### config.mk
export PLATFORM = sky130hd
export DESIGN_NAME = branch_predictor_top
export DESIGN_NICKNAME = d
export VERILOG_FILES = /design/src/common/bp_pkg.sv /design/src/hw/branch_predictor_top.sv /design/src/local_pred/pattern_table.sv /design/src/local_pred/local_history_table.sv /design/src/hw/update_queue.sv /design/src/hw/sweep_counter.sv /design/src/hw/bp_init_fsm.sv
export SDC_FILE = /design/constraint.sdc
export NUM_CORES = 1
export LEC_CHECK = 0
export BUFFER_PORTS_ARGS = -buffer_cell sky130_fd_sc_hd__buf_2
export CORE_ASPECT_RATIO = 0.9
export CORE_MARGIN = 10
export CORE_UTILIZATION = 45
export CTS_BUF_LIST = sky130_fd_sc_hd__clkbuf_8
export CTS_CLUSTER_SIZE = 28
export DETAILED_ROUTE_END_ITERATION = 10
export PLACE_DENSITY_LB_ADDON = 0.05
export SLEW_MARGIN = 10
export SYNTH_ARGS = -nofsm -noshare
export SYNTH_HDL_FRONTEND = slang
export SYNTH_SLANG_ARGS = --single-unit
### constraint.sdc
create_clock -name clk -period 28.6 [get_ports clk]
set_input_delay 1.43 -clock clk [delete_from_list [all_inputs] [get_ports clk]]
set_output_delay 1.43 -clock clk [all_outputs]
set_load 0.02 [all_outputs]
### src/common/bp_pkg.sv
`default_nettype none

package bp_pkg;

    // Branch address and table geometry
    localparam int pc_width      = 32;
    localparam int index_bits    = 4;                        // Low PC bits into the BHT
    localparam int hist_bits     = 4;                        // Outcomes kept per branch
    localparam int bht_entries   = 2 ** index_bits;
    localparam int pht_addr_bits = index_bits + hist_bits;   // {PC index, history}
    localparam int pht_entries   = 2 ** pht_addr_bits;       // Also the sweep length

    // Update queue, one credit per slot
    localparam int upd_queue_depth = 4;
    localparam int queue_ptr_bits  = $clog2(upd_queue_depth);
    localparam int queue_cnt_bits  = queue_ptr_bits + 1;     // Holds 0 to depth

    // Two-bit saturating counter, upper half predicts taken
    typedef enum logic [1:0] {
        strong_not_taken = 2'b00,
        weak_not_taken   = 2'b01,
        weak_taken       = 2'b10,
        strong_taken     = 2'b11
    } counter_state_t;

    // Table sequencer states
    typedef enum logic {
        init_sweep = 1'b0,   // Clearing one table entry per cycle
        init_ready = 1'b1    // Tables valid, predictions and updates allowed
    } init_state_t;

endpackage

`default_nettype wire
### src/hw/branch_predictor_top.sv
`timescale 1ns/10ps
`default_nettype none

module branch_predictor_top (
    input  logic                        clk,
    input  logic                        rst,
    input  logic                        flush,
    input  logic                        pred_req,
    input  logic [bp_pkg::pc_width-1:0] pred_pc,
    input  logic                        upd_valid,
    input  logic [bp_pkg::pc_width-1:0] upd_pc,
    input  logic                        upd_taken,
    output logic                        ready,
    output logic                        pred_valid,
    output logic                        prediction,
    output logic                        upd_credit
);

    import bp_pkg::*;

    // Sweep control
    logic                     sweep_en;
    logic                     sweep_last;
    logic [pht_addr_bits-1:0] sweep_idx;

    // Drained update
    logic                     drain_en;
    logic                     apply_valid;
    logic [index_bits-1:0]    apply_idx;
    logic                     apply_taken;
    logic [hist_bits-1:0]     apply_hist;

    // Prediction lookup
    logic                     pred_req_gated;
    logic [index_bits-1:0]    pred_idx;
    logic [hist_bits-1:0]     pred_hist;

    assign pred_idx       = pred_pc[index_bits-1:0];
    assign pred_req_gated = pred_req && ready;   // Requests during a sweep are dropped
    assign drain_en       = ready;               // Queue holds updates until tables are clear

    bp_init_fsm init_fsm0 (
        .clk        (clk),
        .rst        (rst),
        .flush      (flush),
        .sweep_last (sweep_last),
        .sweep_en   (sweep_en),
        .ready      (ready)
    );

    sweep_counter sweep_cnt0 (
        .clk        (clk),
        .rst        (rst),
        .sweep_en   (sweep_en),
        .sweep_idx  (sweep_idx),
        .sweep_last (sweep_last)
    );

    update_queue upd_q0 (
        .clk         (clk),
        .rst         (rst),
        .upd_valid   (upd_valid),
        .upd_pc      (upd_pc),
        .upd_taken   (upd_taken),
        .drain_en    (drain_en),
        .apply_valid (apply_valid),
        .apply_idx   (apply_idx),
        .apply_taken (apply_taken),
        .upd_credit  (upd_credit)
    );

    local_history_table bht0 (
        .clk         (clk),
        .rst         (rst),
        .sweep_en    (sweep_en),
        .sweep_idx   (sweep_idx[index_bits-1:0]),   // BHT is smaller, low bits cover it
        .apply_valid (apply_valid),
        .apply_idx   (apply_idx),
        .apply_taken (apply_taken),
        .pred_idx    (pred_idx),
        .apply_hist  (apply_hist),
        .pred_hist   (pred_hist)
    );

    pattern_table pht0 (
        .clk         (clk),
        .rst         (rst),
        .sweep_en    (sweep_en),
        .sweep_idx   (sweep_idx),
        .apply_valid (apply_valid),
        .apply_idx   (apply_idx),
        .apply_hist  (apply_hist),
        .apply_taken (apply_taken),
        .pred_req    (pred_req_gated),
        .pred_idx    (pred_idx),
        .pred_hist   (pred_hist),
        .pred_valid  (pred_valid),
        .prediction  (prediction)
    );

endmodule

`default_nettype wire

### src/local_pred/pattern_table.sv
`timescale 1ns/10ps
`default_nettype none

module pattern_table (
    input  logic                             clk,
    input  logic                             rst,
    input  logic                             sweep_en,
    input  logic [bp_pkg::pht_addr_bits-1:0] sweep_idx,
    input  logic                             apply_valid,
    input  logic [bp_pkg::index_bits-1:0]    apply_idx,
    input  logic [bp_pkg::hist_bits-1:0]     apply_hist,
    input  logic                             apply_taken,
    input  logic                             pred_req,
    input  logic [bp_pkg::index_bits-1:0]    pred_idx,
    input  logic [bp_pkg::hist_bits-1:0]     pred_hist,
    output logic                             pred_valid,
    output logic                             prediction
);

    import bp_pkg::*;

    counter_state_t         pht [pht_entries];

    logic [pht_addr_bits-1:0] apply_addr;
    logic [pht_addr_bits-1:0] pred_addr;
    counter_state_t           apply_cur;
    counter_state_t           apply_next;
    counter_state_t           pred_cur;

    assign apply_addr = {apply_idx, apply_hist};
    assign pred_addr  = {pred_idx, pred_hist};
    assign apply_cur  = pht[apply_addr];
    assign pred_cur   = pht[pred_addr];

    // One step toward the outcome, held at either end
    always_comb begin
        apply_next = apply_cur;
        if (apply_taken) begin
            if (apply_cur != strong_taken) begin
                apply_next = counter_state_t'(apply_cur + 2'd1);
            end
        end else if (apply_cur != strong_not_taken) begin
            apply_next = counter_state_t'(apply_cur - 2'd1);
        end
    end

    always_ff @(posedge clk) begin
        if (sweep_en) begin
            pht[sweep_idx] <= weak_not_taken;
        end else if (apply_valid) begin
            pht[apply_addr] <= apply_next;
        end
    end

    // Prediction samples the table before this edge's write lands
    always_ff @(posedge clk or posedge rst) begin
        if (rst) begin
            pred_valid <= 1'b0;
            prediction <= 1'b0;
        end else begin
            pred_valid <= pred_req;
            prediction <= pred_req && ((pred_cur == weak_taken) || (pred_cur == strong_taken));
        end
    end

endmodule

`default_nettype wire

### src/local_pred/local_history_table.sv
`timescale 1ns/10ps
`default_nettype none

module local_history_table (
    input  logic                          clk,
    input  logic                          rst,
    input  logic                          sweep_en,
    input  logic [bp_pkg::index_bits-1:0] sweep_idx,
    input  logic                          apply_valid,
    input  logic [bp_pkg::index_bits-1:0] apply_idx,
    input  logic                          apply_taken,
    input  logic [bp_pkg::index_bits-1:0] pred_idx,
    output logic [bp_pkg::hist_bits-1:0]  apply_hist,
    output logic [bp_pkg::hist_bits-1:0]  pred_hist
);

    import bp_pkg::*;

    // One outcome shift register per branch index, newest outcome in bit 0
    logic [hist_bits-1:0] bht [bht_entries];

    always_ff @(posedge clk or posedge rst) begin
        if (rst) begin
            for (int i = 0; i < bht_entries; i++) begin
                bht[i] <= '0;
            end
        end else if (sweep_en) begin
            bht[sweep_idx] <= '0;   // Sweep revisits each entry many times
        end else if (apply_valid) begin
            bht[apply_idx] <= {bht[apply_idx][hist_bits-2:0], apply_taken};
        end
    end

    // Update path sees the history before this outcome is shifted in
    assign apply_hist = bht[apply_idx];
    assign pred_hist  = bht[pred_idx];

endmodule

`default_nettype wire

### src/hw/update_queue.sv
`timescale 1ns/10ps
`default_nettype none

module update_queue (
    input  logic                          clk,
    input  logic                          rst,
    input  logic                          upd_valid,
    input  logic [bp_pkg::pc_width-1:0]   upd_pc,
    input  logic                          upd_taken,
    input  logic                          drain_en,
    output logic                          apply_valid,
    output logic [bp_pkg::index_bits-1:0] apply_idx,
    output logic                          apply_taken,
    output logic                          upd_credit
);

    import bp_pkg::*;

    // Payload storage, only the table index of the PC is kept
    logic [index_bits-1:0]     idx_mem [upd_queue_depth];
    logic                      taken_mem [upd_queue_depth];

    logic [queue_ptr_bits-1:0] wr_ptr;
    logic [queue_ptr_bits-1:0] rd_ptr;
    logic [queue_cnt_bits-1:0] count;

    logic                      push;
    logic                      pop;

    // The sender only raises upd_valid while it holds a credit
    assign push = upd_valid;
    assign pop  = drain_en && (count != '0);

    // Head entry is presented for the single cycle it drains
    assign apply_valid = pop;
    assign apply_idx   = idx_mem[rd_ptr];
    assign apply_taken = taken_mem[rd_ptr];
    assign upd_credit  = pop;   // Slot freed, credit goes back to the sender

    always_ff @(posedge clk) begin
        if (push) begin
            idx_mem[wr_ptr]   <= upd_pc[index_bits-1:0];
            taken_mem[wr_ptr] <= upd_taken;
        end
    end

    always_ff @(posedge clk or posedge rst) begin
        if (rst) begin
            wr_ptr <= '0;
            rd_ptr <= '0;
            count  <= '0;
        end else begin
            if (push) begin
                wr_ptr <= wr_ptr + 1'b1;   // Depth is a power of two, pointers wrap
            end
            if (pop) begin
                rd_ptr <= rd_ptr + 1'b1;
            end
            case ({push, pop})
                2'b10:   count <= count + 1'b1;
                2'b01:   count <= count - 1'b1;
                default: count <= count;    // Idle, or one in and one out
            endcase
        end
    end

endmodule

`default_nettype wire

### src/hw/sweep_counter.sv
`timescale 1ns/10ps
`default_nettype none

module sweep_counter (
    input  logic                             clk,
    input  logic                             rst,
    input  logic                             sweep_en,
    output logic [bp_pkg::pht_addr_bits-1:0] sweep_idx,
    output logic                             sweep_last
);

    import bp_pkg::*;

    // Final address of the pattern table
    assign sweep_last = (sweep_idx == pht_addr_bits'(pht_entries - 1));

    always_ff @(posedge clk or posedge rst) begin
        if (rst) begin
            sweep_idx <= '0;
        end else if (sweep_en) begin
            if (sweep_last) begin
                sweep_idx <= '0;   // Next sweep starts from the bottom again
            end else begin
                sweep_idx <= sweep_idx + 1'b1;
            end
        end
    end

endmodule

`default_nettype wire

### src/hw/bp_init_fsm.sv
`timescale 1ns/10ps
`default_nettype none

module bp_init_fsm (
    input  logic clk,
    input  logic rst,
    input  logic flush,
    input  logic sweep_last,
    output logic sweep_en,
    output logic ready
);

    import bp_pkg::*;

    init_state_t state;
    init_state_t state_next;

    // Next state
    always_comb begin
        state_next = state;
        case (state)
            init_sweep: begin
                if (sweep_last) begin
                    state_next = init_ready;   // Last table entry written this cycle
                end
            end
            init_ready: begin
                if (flush) begin
                    state_next = init_sweep;
                end
            end
            default: state_next = init_sweep;
        endcase
    end

    // A reset always starts a fresh sweep
    always_ff @(posedge clk or posedge rst) begin
        if (rst) begin
            state <= init_sweep;
            ready <= 1'b0;
        end else begin
            state <= state_next;
            ready <= (state_next == init_ready);   // Rises with the state, never mid-sweep
        end
    end

    assign sweep_en = (state == init_sweep);

endmodule

`default_nettype wire

==> out/summary.log, run 1 <==
[sta] min cycle time layout 8720 ps
[sta] clk_skew 42.5 ps
[final_layout] post-layout utilization of the core 49.5%
[drt] number of remaining DRC errors 0
[clock_tree] post-cts sizing count 0
[yosys] simple-gate portion of the synthesized area 13.5%
[global_route] Overflow after GRT 0
[floorplanning] I/O Pins 74
[clock_tree] Post-CTS Setup Bufs 0
[power_and_ir_drop] worst ir drop on vdd 0.0000761 V
[final_layout] area used by multi-input combinational logic 0.0104 sq mm
[clock_tree] worst-skew pair later-pin latency 730 ps
[sta] setup repair after global routing missed its margin no
[yosys] Post-synth EDFFs 532
[clock_tree] clock-pin transition on the worst setup and hold timing paths 60 ps
[floorplanning] area of the placeable core 0.0643 sq mm
[yosys] compound-gate portion of the synthesized area 7.53%
[global_route] antenna violations before repair 3
[critical_path] element type at the critical path end flip-flop
[placement] number of buffers added on ports 17
[clock_tree] number of buffers created by CTS 100
[yosys] mux share of post-synthesis cell area 13.4%
[critical_path] beginning of the worst register-to-register path upd_q0.rd_ptr[0]
[critical_path] CP arrival 9080 ps
[yosys] combined area of all synthesized cells 0.0293 sq mm
[sta] max frequency 0.115 GHz
[final_layout] most frequent standard cell in the layout excluding fill and tap cells edfxtp_1
[outcome] result of the run finished clean
[global_route] pin count of the biggest net entering global routing 257
[sta] final setup slack of the worst path 19880 ps
[power_and_ir_drop] LEAKAGE 10.3 nW
[drt] sum of routed wire length over all layers 102 mm
[critical_path] critical path class flip-flop to flip-flop
[sta] Tightest Pin Transition 1290 ps
[clock_tree] number of sinks on the clock net 614
[sta] total of endpoints with negative setup slack in the final report 0
[yosys] commonest register cell after synthesis edfxtp_1
[global_route] all-layer global routing usage 26.9%
[drt] drt wl/cell 31.6 um
[final_layout] fraction of layout instances using a drive strength above 1 14.8%
[drt] Pre-Repair DR Iteration Count 6
[drt] average vias per placed instance 6.47
[floorplanning] Die Width 289 um
[critical_path] timing endpoint of the critical path pht0.pht[119][0]
[floorplanning] initial standard-cell utilization of the core 45.5%
[power_and_ir_drop] power per standard cell area 93.5 mW/mm^2
[yosys] Yosys Warn Count 0
[global_route] first-pass GRT wire length 146 mm
[clock_tree] H-Tree Depth 3
[drt] number of DRC markers in iteration 0 2669
[yosys] Yosys reg bits 614
[power_and_ir_drop] PnR Total Power 2.98 mW
[yosys] syn avg cell area 12.8 sq um
[clock_tree] TritonCTS clock tree yes
[yosys] post-synthesis sequential area ratio 61.6%
[sta] final sum of negative setup slack 0 ps
[yosys] synthesized-area fraction occupied by adder cells 0.453%
[critical_path] Worst Setup Start Kind flip-flop
[sta] max-slew violation count 0
[critical_path] peak fanout along the critical path 108
[placement] worst setup slack before clock tree synthesis 20100 ps
[floorplanning] Die Ht 262 um
[floorplanning] DIE AREA 0.0757 sq mm
[placement] GP Congestion 0.893
[yosys] post-synth cell types 82
[final_layout] number of fill cells in the layout 5840
[critical_path] reg-to-reg setup timing slack 19880 ps
[yosys] Post-Synth XOR/XNOR Area 0.359%
[worst_hold_path] Hold/Removal Path Class flip-flop to flip-flop
[critical_path] required time at the endpoint of the critical path 28960 ps
[global_route] vias in the first global route 20367
[final_layout] register area 0.0180 sq mm
[sta] relative max-transition margin 12.1%
[critical_path] terminus of the critical flop-to-flop path pht0.pht[119][0]
[drt] number of antenna-violating nets in the routed design 0
[floorplanning] Placement Rows 88
[final_layout] commonest cells after routing, fill and taps aside 532 x edfxtp_1, 294 x nor2_1, 279 x nand2_1, 211 x nand3_1, 133 x o21ai_0
[clock_tree] total of hold buffers inserted after clock tree synthesis 0
[critical_path] CP startpoint upd_q0.rd_ptr[0]
[yosys] post-synthesis async set-or-reset flop share 13.4%
[job] max_cap viols 0
[final_layout] net total in the final layout 2369
[final_layout] area growth from synthesis to layout 8.80%
[sta] share of the cycle needed by the critical path after routing 30.5%
[placement] estimated wirelength of the detail-placed design 59.6 mm
[critical_path] Reg2Reg Depth 16
[yosys] Post-Synthesis Net Count 2376
[yosys] combinational family with the most area after synthesis simple AND/OR/NAND/NOR gates
[sta] Final Hold Vio Count 0
[clock_tree] Root Buffer clkbuf_8
[drt] total via count in the routed design 20849
[yosys] Gate Count Post-Synth 2296
[clock_tree] Max Root-Sink Buffers 3
## synthesized netlist by cell type, drive strengths merged (6+ instances only)
cell / count / area share, %
edfxtp: 532 / 55
nor2: 299 / 3.9
nand2: 291 / 3.7
nand3: 215 / 3.7
o21ai: 137 / 2.3
mux2i: 126 / 4.3
mux4: 109 / 8.4
clkbuf: 90 / 1.2
dfrtp: 82 / 7.0
buf: 81 / 1.8
nand4: 31 / 0.68
and3: 25 / 0.54
a32oi: 23 / 0.69
a211oi: 22 / 0.62
mux2: 18 / 0.69
a21oi: 17 / 0.29
inv: 16 / 0.21
a32o: 14 / 0.48
a311oi: 12 / 0.36
o22a: 12 / 0.36
and2: 10 / 0.21
ha: 9 / 0.38
a22o: 8 / 0.24
a31oi: 8 / 0.17
nor3: 8 / 0.14
a221oi: 7 / 0.23
a22oi: 7 / 0.20
o211ai: 7 / 0.18
a21boi: 6 / 0.15
xnor2: 6 / 0.18
xor2: 6 / 0.18
## per-layer routing
| layer | up-vias | routed length [um] | GRT usage, % |
|---|---|---|---|
| met2 | 1273 | 44500 | 39.5 |
| met5 | - | 12 | 0 |
| li1 | 8731 | - | - |
| met4 | 2 | 3810 | 10.2 |
| met3 | 230 | 10500 | 6.87 |
| met1 | 10613 | 43200 | 38.0 |
## sequential cells by signal, summed over array words and instances, names as in the netlist
| signal | flops |
|---|---|
| sweep_cnt0.sweep_idx | 8 |
| upd_q0.taken_mem | 4 |
| init_fsm0.ready | 1 |
| upd_q0.count | 3 |
| upd_q0.wr_ptr | 2 |
| upd_q0.rd_ptr | 2 |
| upd_q0.idx_mem | 16 |
| pht0.pht | 512 |
| pht0.pred_valid | 1 |
| pht0.prediction | 1 |
| bht0.bht | 64 |
## stage by stage
| step | hold slack, ps | instance area [sq um] | instances |
|---|---|---|---|
| 2_1_floorplan | 443 | 29300 | 2296 |
| 3_3_place_gp | 459 | 30000 | 3042 |
| 3_5_place_dp | 465 | 30000 | 3042 |
| 4_1_cts | 476 | 31900 | 3222 |
| 5_1_grt | 481 | 31900 | 3223 |
| 6_report | 473 | 31900 | 3223 |
## power by group
part | total (mW) | leakage [nW] | internal [mW] | switching [mW]
Combinational | 1.22 | 3.44 | 0.310 | 0.907
Clock | 0.736 | 1.08 | 0.372 | 0.364
Sequential | 1.02 | 5.77 | 0.995 | 0.0289
## critical path, stage by stage, from the launching register on
cell and delay (ps):
dfrtp_1 550, mux4_2 410, buf_4 630, mux2i_1 370, o22a_1 260, nand3_2 80, buf_4 330, nand2_4 710
buf_4 680, nor2_1 220, o2bb2ai_1 200, a2111oi_0 1140, nor4b_1 180, a311o_1 480, nand3_1 180, o211a_4 750
buf_4 930
## worst min-delay path by stage
stage | startpoint | end | cells past startpoint
5_1_grt | upd_q0.count[2] | upd_q0.count[2] | 1
2_1_floorplan | upd_q0.count[2] | upd_q0.count[2] | 1
6_report | upd_q0.count[2] | upd_q0.count[2] | 1
3_5_place_dp | upd_q0.count[2] | upd_q0.count[2] | 1
3_3_place_gp | upd_q0.count[2] | upd_q0.count[2] | 1
4_1_cts | upd_q0.count[2] | upd_q0.count[2] | 1
## area by class of cell
type | instances | share of cell area (%)
clock buffers | 111 | 4.80
inverters | 16 | 0.192
multi-input cells | 1495 | 32.6
diodes | 1 | 0.00785
repair buffers | 62 | 1.37
well taps | 855 | 3.36
clock inverters | 69 | 1.08
flip-flops and latches | 614 | 56.6
## kinds of logic after synthesis
| logic type | Yosys count |
|---|---|
| xor+xnor | 12 |
| compound gates | 321 |
| mux | 253 |
| fa+ha+maj | 10 |
| buf+inv | 187 |
| flops | 614 |
| simple gates | 899 |
Power figures use the tool's default switching activity.
==> run 2, diff against run 1 <==
--- a/config.mk
+++ b/config.mk
@@ -5,6 +5,7 @@
 export SDC_FILE = /design/constraint.sdc
 export NUM_CORES = 1
 export LEC_CHECK = 0
+export ABC_AREA = 1
 export BUFFER_PORTS_ARGS = -buffer_cell sky130_fd_sc_hd__buf_2
 export CORE_ASPECT_RATIO = 0.9
 export CORE_MARGIN = 10
==> constraint.sdc (replaced) <==
create_clock -name clk -period 8.95 [get_ports clk]
set_input_delay 0.4475 -clock clk [delete_from_list [all_inputs] [get_ports clk]]
set_output_delay 0.4475 -clock clk [all_outputs]
set_load 0.02 [all_outputs]
==> out/summary.log, run 2 <==
[yosys] combined area of all synthesized cells 0.0299 sq mm [was 0.0293 sq mm]
[final_layout] largest registers in the final layout pht0.pht: 512 flops, bht0.bht: 64 flops, upd_q0.idx_mem: 16 flops [unchanged]
[drt] top routing layer used met5 [unchanged]
[clock_tree] Root Buffer clkbuf_8 [unchanged]
[sta] Final Hold Vio Count 0 [unchanged]
[drt] number of DRC markers in iteration 0 3034 [was 2669]
[drt] number of remaining DRC errors 0 [unchanged]
[clock_tree] TritonCTS clock tree yes [unchanged]
[clock_tree] number of sinks on the clock net 614 [unchanged]
[sta] clk_skew 26.8 ps [was 42.5 ps]
[power_and_ir_drop] Switching Power 7.42 mW [was 1.30 mW]
[final_layout] register area 0.0180 sq mm [unchanged]
[power_and_ir_drop] worst ir drop on vdd 0.000776 V [was 0.0000761 V]
[power_and_ir_drop] LEAKAGE 12.4 nW [was 10.3 nW]
[placement] Post-Place Cell Area 0.0306 sq mm [was 0.0300 sq mm]
[sta] final sum of negative setup slack 0 ps [unchanged]
[sta] max-slew violation count 0 [unchanged]
[sta] min cycle time layout 7270 ps [was 8720 ps]
[power_and_ir_drop] power per standard cell area 430 mW/mm^2 [was 93.5 mW/mm^2]
[critical_path] peak per-stage delay on the critical path 830 ps [was 1140 ps]
[drt] total via count in the routed design 24920 [was 20849]
[yosys] post-synthesis async set-or-reset flop share 13.4% [unchanged]
[clock_tree] clock-pin transition on the worst setup and hold timing paths 70 ps [was 60 ps]
[floorplanning] Die Width 292 um [was 289 um]
[worst_hold_path] Hold/Removal Path Class primary input to asynchronous set/reset pin [was flip-flop to flip-flop]
[final_layout] cell area after layout 0.0327 sq mm [was 0.0319 sq mm]
[job] max_cap viols 0 [unchanged]
[yosys] post-synth cell types 37 [was 82]
[sta] Tightest Pin Transition 1220 ps [was 1290 ps]
[sta] max frequency 0.138 GHz [was 0.115 GHz]
[final_layout] number of fill cells in the layout 6281 [was 5840]
[power_and_ir_drop] switching power as a share of total power 52.8% [was 43.7%]
[drt] average vias per placed instance 5.92 [was 6.47]
[critical_path] CP arrival 7660 ps [was 9080 ps]
[drt] sum of routed wire length over all layers 104 mm [was 102 mm]
[critical_path] critical path class flip-flop to flip-flop [unchanged]
[critical_path] terminus of the critical flop-to-flop path pht0.pht[200][0] [was pht0.pht[119][0]]
[final_layout] area used by multi-input combinational logic 0.0104 sq mm [about the same]
[floorplanning] Die Ht 264 um [was 262 um]
[clock_tree] H-Tree Depth 3 [unchanged]
[critical_path] worst path cell trace inv_2, nand2_1, nand3_2, nand2_2, nand2_1, inv_1, a22oi_1, nand2_1, nand2_1, nand2_1, nor2_4, buf_4, nand3_1, nand3_1, nand3_1, nand2_1, nor2_1, nor2_1, nor2_1, nand3_1, o21ai_1, nand2_4, buf_4 [was mux4_2, buf_4, mux2i_1, o22a_1, nand3_2, buf_4, nand2_4, buf_4, nor2_1, o2bb2ai_1, a2111oi_0, nor4b_1, a311o_1, nand3_1, o211a_4, buf_4]
[floorplanning] I/O Pins 74 [unchanged]
[critical_path] peak fanout along the critical path 77 [was 108]
[critical_path] required time at the endpoint of the critical path 9340 ps [was 28960 ps]
[critical_path] Worst Setup Start Kind flip-flop [unchanged]
[sta] share of the cycle needed by the critical path after routing 81.2% [was 30.5%]
[floorplanning] initial standard-cell utilization of the core 45.4% [was 45.5%]
[drt] Detail Route met2 WL 46.9 mm [was 44.5 mm]
[final_layout] most frequent standard cell in the layout excluding fill and tap cells nand2_1 [was edfxtp_1]
[power_and_ir_drop] relative contribution of the clock network to total power 17.3% [was 24.7%]
[final_layout] net total in the final layout 3334 [was 2369]
[yosys] synth top area cells edfxtp_1 54%, nand3_1 13%, nand2_1 13%, dfrtp_1 6.9%, nor2_1 4.1% [was edfxtp_1 55%, mux4_2 8.3%, dfrtp_1 7.0%, mux2i_1 4.3%, nor2_1 3.8%]
[yosys] syn avg cell area 9.05 sq um [was 12.8 sq um]
[critical_path] most frequent CP cell nand2_1 [was buf_4]
[global_route] vias in the first global route 23655 [was 20367]
[yosys] Post-Synthesis Net Count 3380 [was 2376]
[global_route] all-layer global routing usage 26.2% [was 26.9%]
[yosys] commonest register cell after synthesis edfxtp_1 [unchanged]
[final_layout] Reg with most FFs pht0.pht [unchanged]
[critical_path] critical path's top delay family simple AND/OR/NAND/NOR gates [was compound AO/OA/AOI/OAI gates]
[power_and_ir_drop] PnR Total Power 14.0 mW [was 2.98 mW]
[clock_tree] worst-skew pair later-pin latency 720 ps [was 730 ps]
[global_route] antenna violations before repair 2 [was 3]
[sta] relative max-transition margin 18.9% [was 12.1%]
[power_and_ir_drop] sequential group share of total power 23.2% [was 34.4%]
[drt] Pre-Repair DR Iteration Count 5 [was 6]
[sta] setup repair after global routing missed its margin no [unchanged]
[yosys] Yosys Warn Count 0 [unchanged]
[yosys] Commonest cells post-synth 997 x nand2_1, 784 x nand3_1, 532 x edfxtp_1 [was 532 x edfxtp_1, 296 x nor2_1, 291 x nand2_1]
[yosys] Yosys reg bits 614 [unchanged]
[outcome] result of the run finished clean [unchanged]
[critical_path] beginning of the worst register-to-register path upd_q0.rd_ptr[0] [unchanged]
[yosys] most common cell in the netlist nand2_1 [was edfxtp_1]
[drt] drt wl/cell 24.7 um [was 31.6 um]
[power_and_ir_drop] combinational group share of total power 59.5% [was 40.9%]
[final_layout] fraction of layout instances using a drive strength above 1 7.36% [was 14.8%]
[final_layout] area growth from synthesis to layout 9.34% [was 8.80%]
[critical_path] element type at the critical path end flip-flop [unchanged]
[critical_path] Reg2Reg Depth 23 [was 16]
[global_route] first-pass GRT wire length 152 mm [was 146 mm]
[yosys] biggest area consumer among synthesized cells edfxtp_1 [unchanged]
[floorplanning] DIE AREA 0.0771 sq mm [was 0.0757 sq mm]
[clock_tree] number of buffers created by CTS 102 [was 100]
[drt] number of antenna-violating nets in the routed design 0 [unchanged]
[clock_tree] Post-CTS Setup Bufs 0 [unchanged]
[placement] GP Congestion 0.885 [was 0.893]
[drt] met1 wire length 43.3 mm [was 43.2 mm]
[yosys] top cell type's share of synthesized area 53.5% [was 54.6%]
[yosys] Post-synth EDFFs 532 [unchanged]
[global_route] Overflow after GRT 0 [unchanged]
[critical_path] buffers plus inverters on the worst setup path 4 [unchanged]
[critical_path] reg-to-reg setup timing slack 1680 ps [was 19880 ps]
[final_layout] post-layout utilization of the core 49.7% [was 49.5%]
[power_and_ir_drop] Internal Power 6.63 mW [was 1.68 mW]
[placement] estimated wirelength of the detail-placed design 56.8 mm [was 59.6 mm]
[sta] total of endpoints with negative setup slack in the final report 0 [unchanged]
[final_layout] Largest register FFs 512 [unchanged]
[yosys] post-synthesis sequential area ratio 60.4% [was 61.6%]
[yosys] Gate Count Post-Synth 3300 [was 2296]
[clock_tree] Max Root-Sink Buffers 3 [unchanged]
[floorplanning] area of the placeable core 0.0657 sq mm [was 0.0643 sq mm]
[floorplanning] Placement Rows 89 [was 88]
[placement] number of buffers added on ports 17 [unchanged]
[critical_path] cell with the biggest individual delay on the critical path buf_4 [was a2111oi_0]
[global_route] pin count of the biggest net entering global routing 257 [unchanged]
[drt] total length of routed met3 wires 10.1 mm [was 10.5 mm]
[final_layout] commonest cells after routing, fill and taps aside 977 x nand2_1, 784 x nand3_1, 532 x edfxtp_1, 319 x nor2_1, 158 x inv_1 [was 532 x edfxtp_1, 294 x nor2_1, 279 x nand2_1, 211 x nand3_1, 133 x o21ai_0]
-- run 2: what timing repair did --
action / 4_1_cts / 5_1_grt
endpoints found under the hold margin: 50 / 0
resized for setup: 0 / 0
hold buffers: 9 / 0
-- run 2: final cells by class --
| class | instances | area share, % |
|---|---|---|
| Clock buffer | 116 | 4.89 |
| Antenna cell | 2 | 0.0153 |
| Multi-Input combinational cell | 2337 | 32.0 |
| Tap cell | 864 | 3.31 |
| Sequential cell | 614 | 55.2 |
| Inverter | 134 | 1.55 |
| Clock inverter | 76 | 1.21 |
| Timing Repair Buffer | 65 | 1.82 |
-- run 2: tightest hold or removal path, cell delays in order --
cell           delay [ps]
dlygate4sd3_1         530
buf_2                 130
clkinv_2              330
-- run 2: power by group through the flow --
stage / Sequential [mW] / Combinational, mW / Clock, mW
global placement: 3.31 / 8.15 / 0
finish: 3.25 / 8.36 / 2.44
detailed placement: 3.31 / 8.18 / 0
CTS: 3.25 / 8.20 / 2.47
floorplan: 3.29 / 5.53 / 0
global route: 3.27 / 9.04 / 2.60
-- run 2: metal layers --
layer / GRT usage, % / vias up
li1: - / 11236
met1: 35.7 / 12179
met2: 41.2 / 1260
met3: 5.49 / 243
met4: 9.59 / 2
met5: 0 / -
-- run 2: cell families (layout without fill, tap and decap cells) --
kind of cell / count (synthesis) / after routing / share of synthesized area, %
AO/OA/AOI/OAI: 189 / 189 / 3.57
XOR/XNOR: 8 / 8 / 0.235
flip-flops: 614 / 614 / 60.4
buffers and inverters: 349 / 391 / 5.04
AND/OR/NAND/NOR: 2130 / 2130 / 30.3
adder cells (fa/ha/maj): 10 / 10 / 0.444
other: 0 / 2 / 0
-- run 2: worst max-delay path by stage --
| stage | end | cells after the start | from |
|---|---|---|---|
| floorplan | pht0.pht[0][1] | 27 | upd_q0.rd_ptr[0] |
| global placement | pht0.pht[200][0] | 23 | upd_q0.rd_ptr[0] |
| detailed placement | pht0.pht[200][0] | 23 | upd_q0.rd_ptr[0] |
| CTS | pht0.pht[200][0] | 23 | upd_q0.rd_ptr[0] |
| global route | pht0.pht[192][0] | 23 | upd_q0.rd_ptr[0] |
| finish | pht0.pht[200][0] | 23 | upd_q0.rd_ptr[0] |
-- run 2: through the flow --
stage               hold slack, ps  instances  worst slack (ps)
global placement               465       4005              1900
finish                         285       4208              1680
detailed placement             484       4005              1880
floorplan                      448       3300              1810
global route                   306       4207              1220
CTS                            258       4206              1850
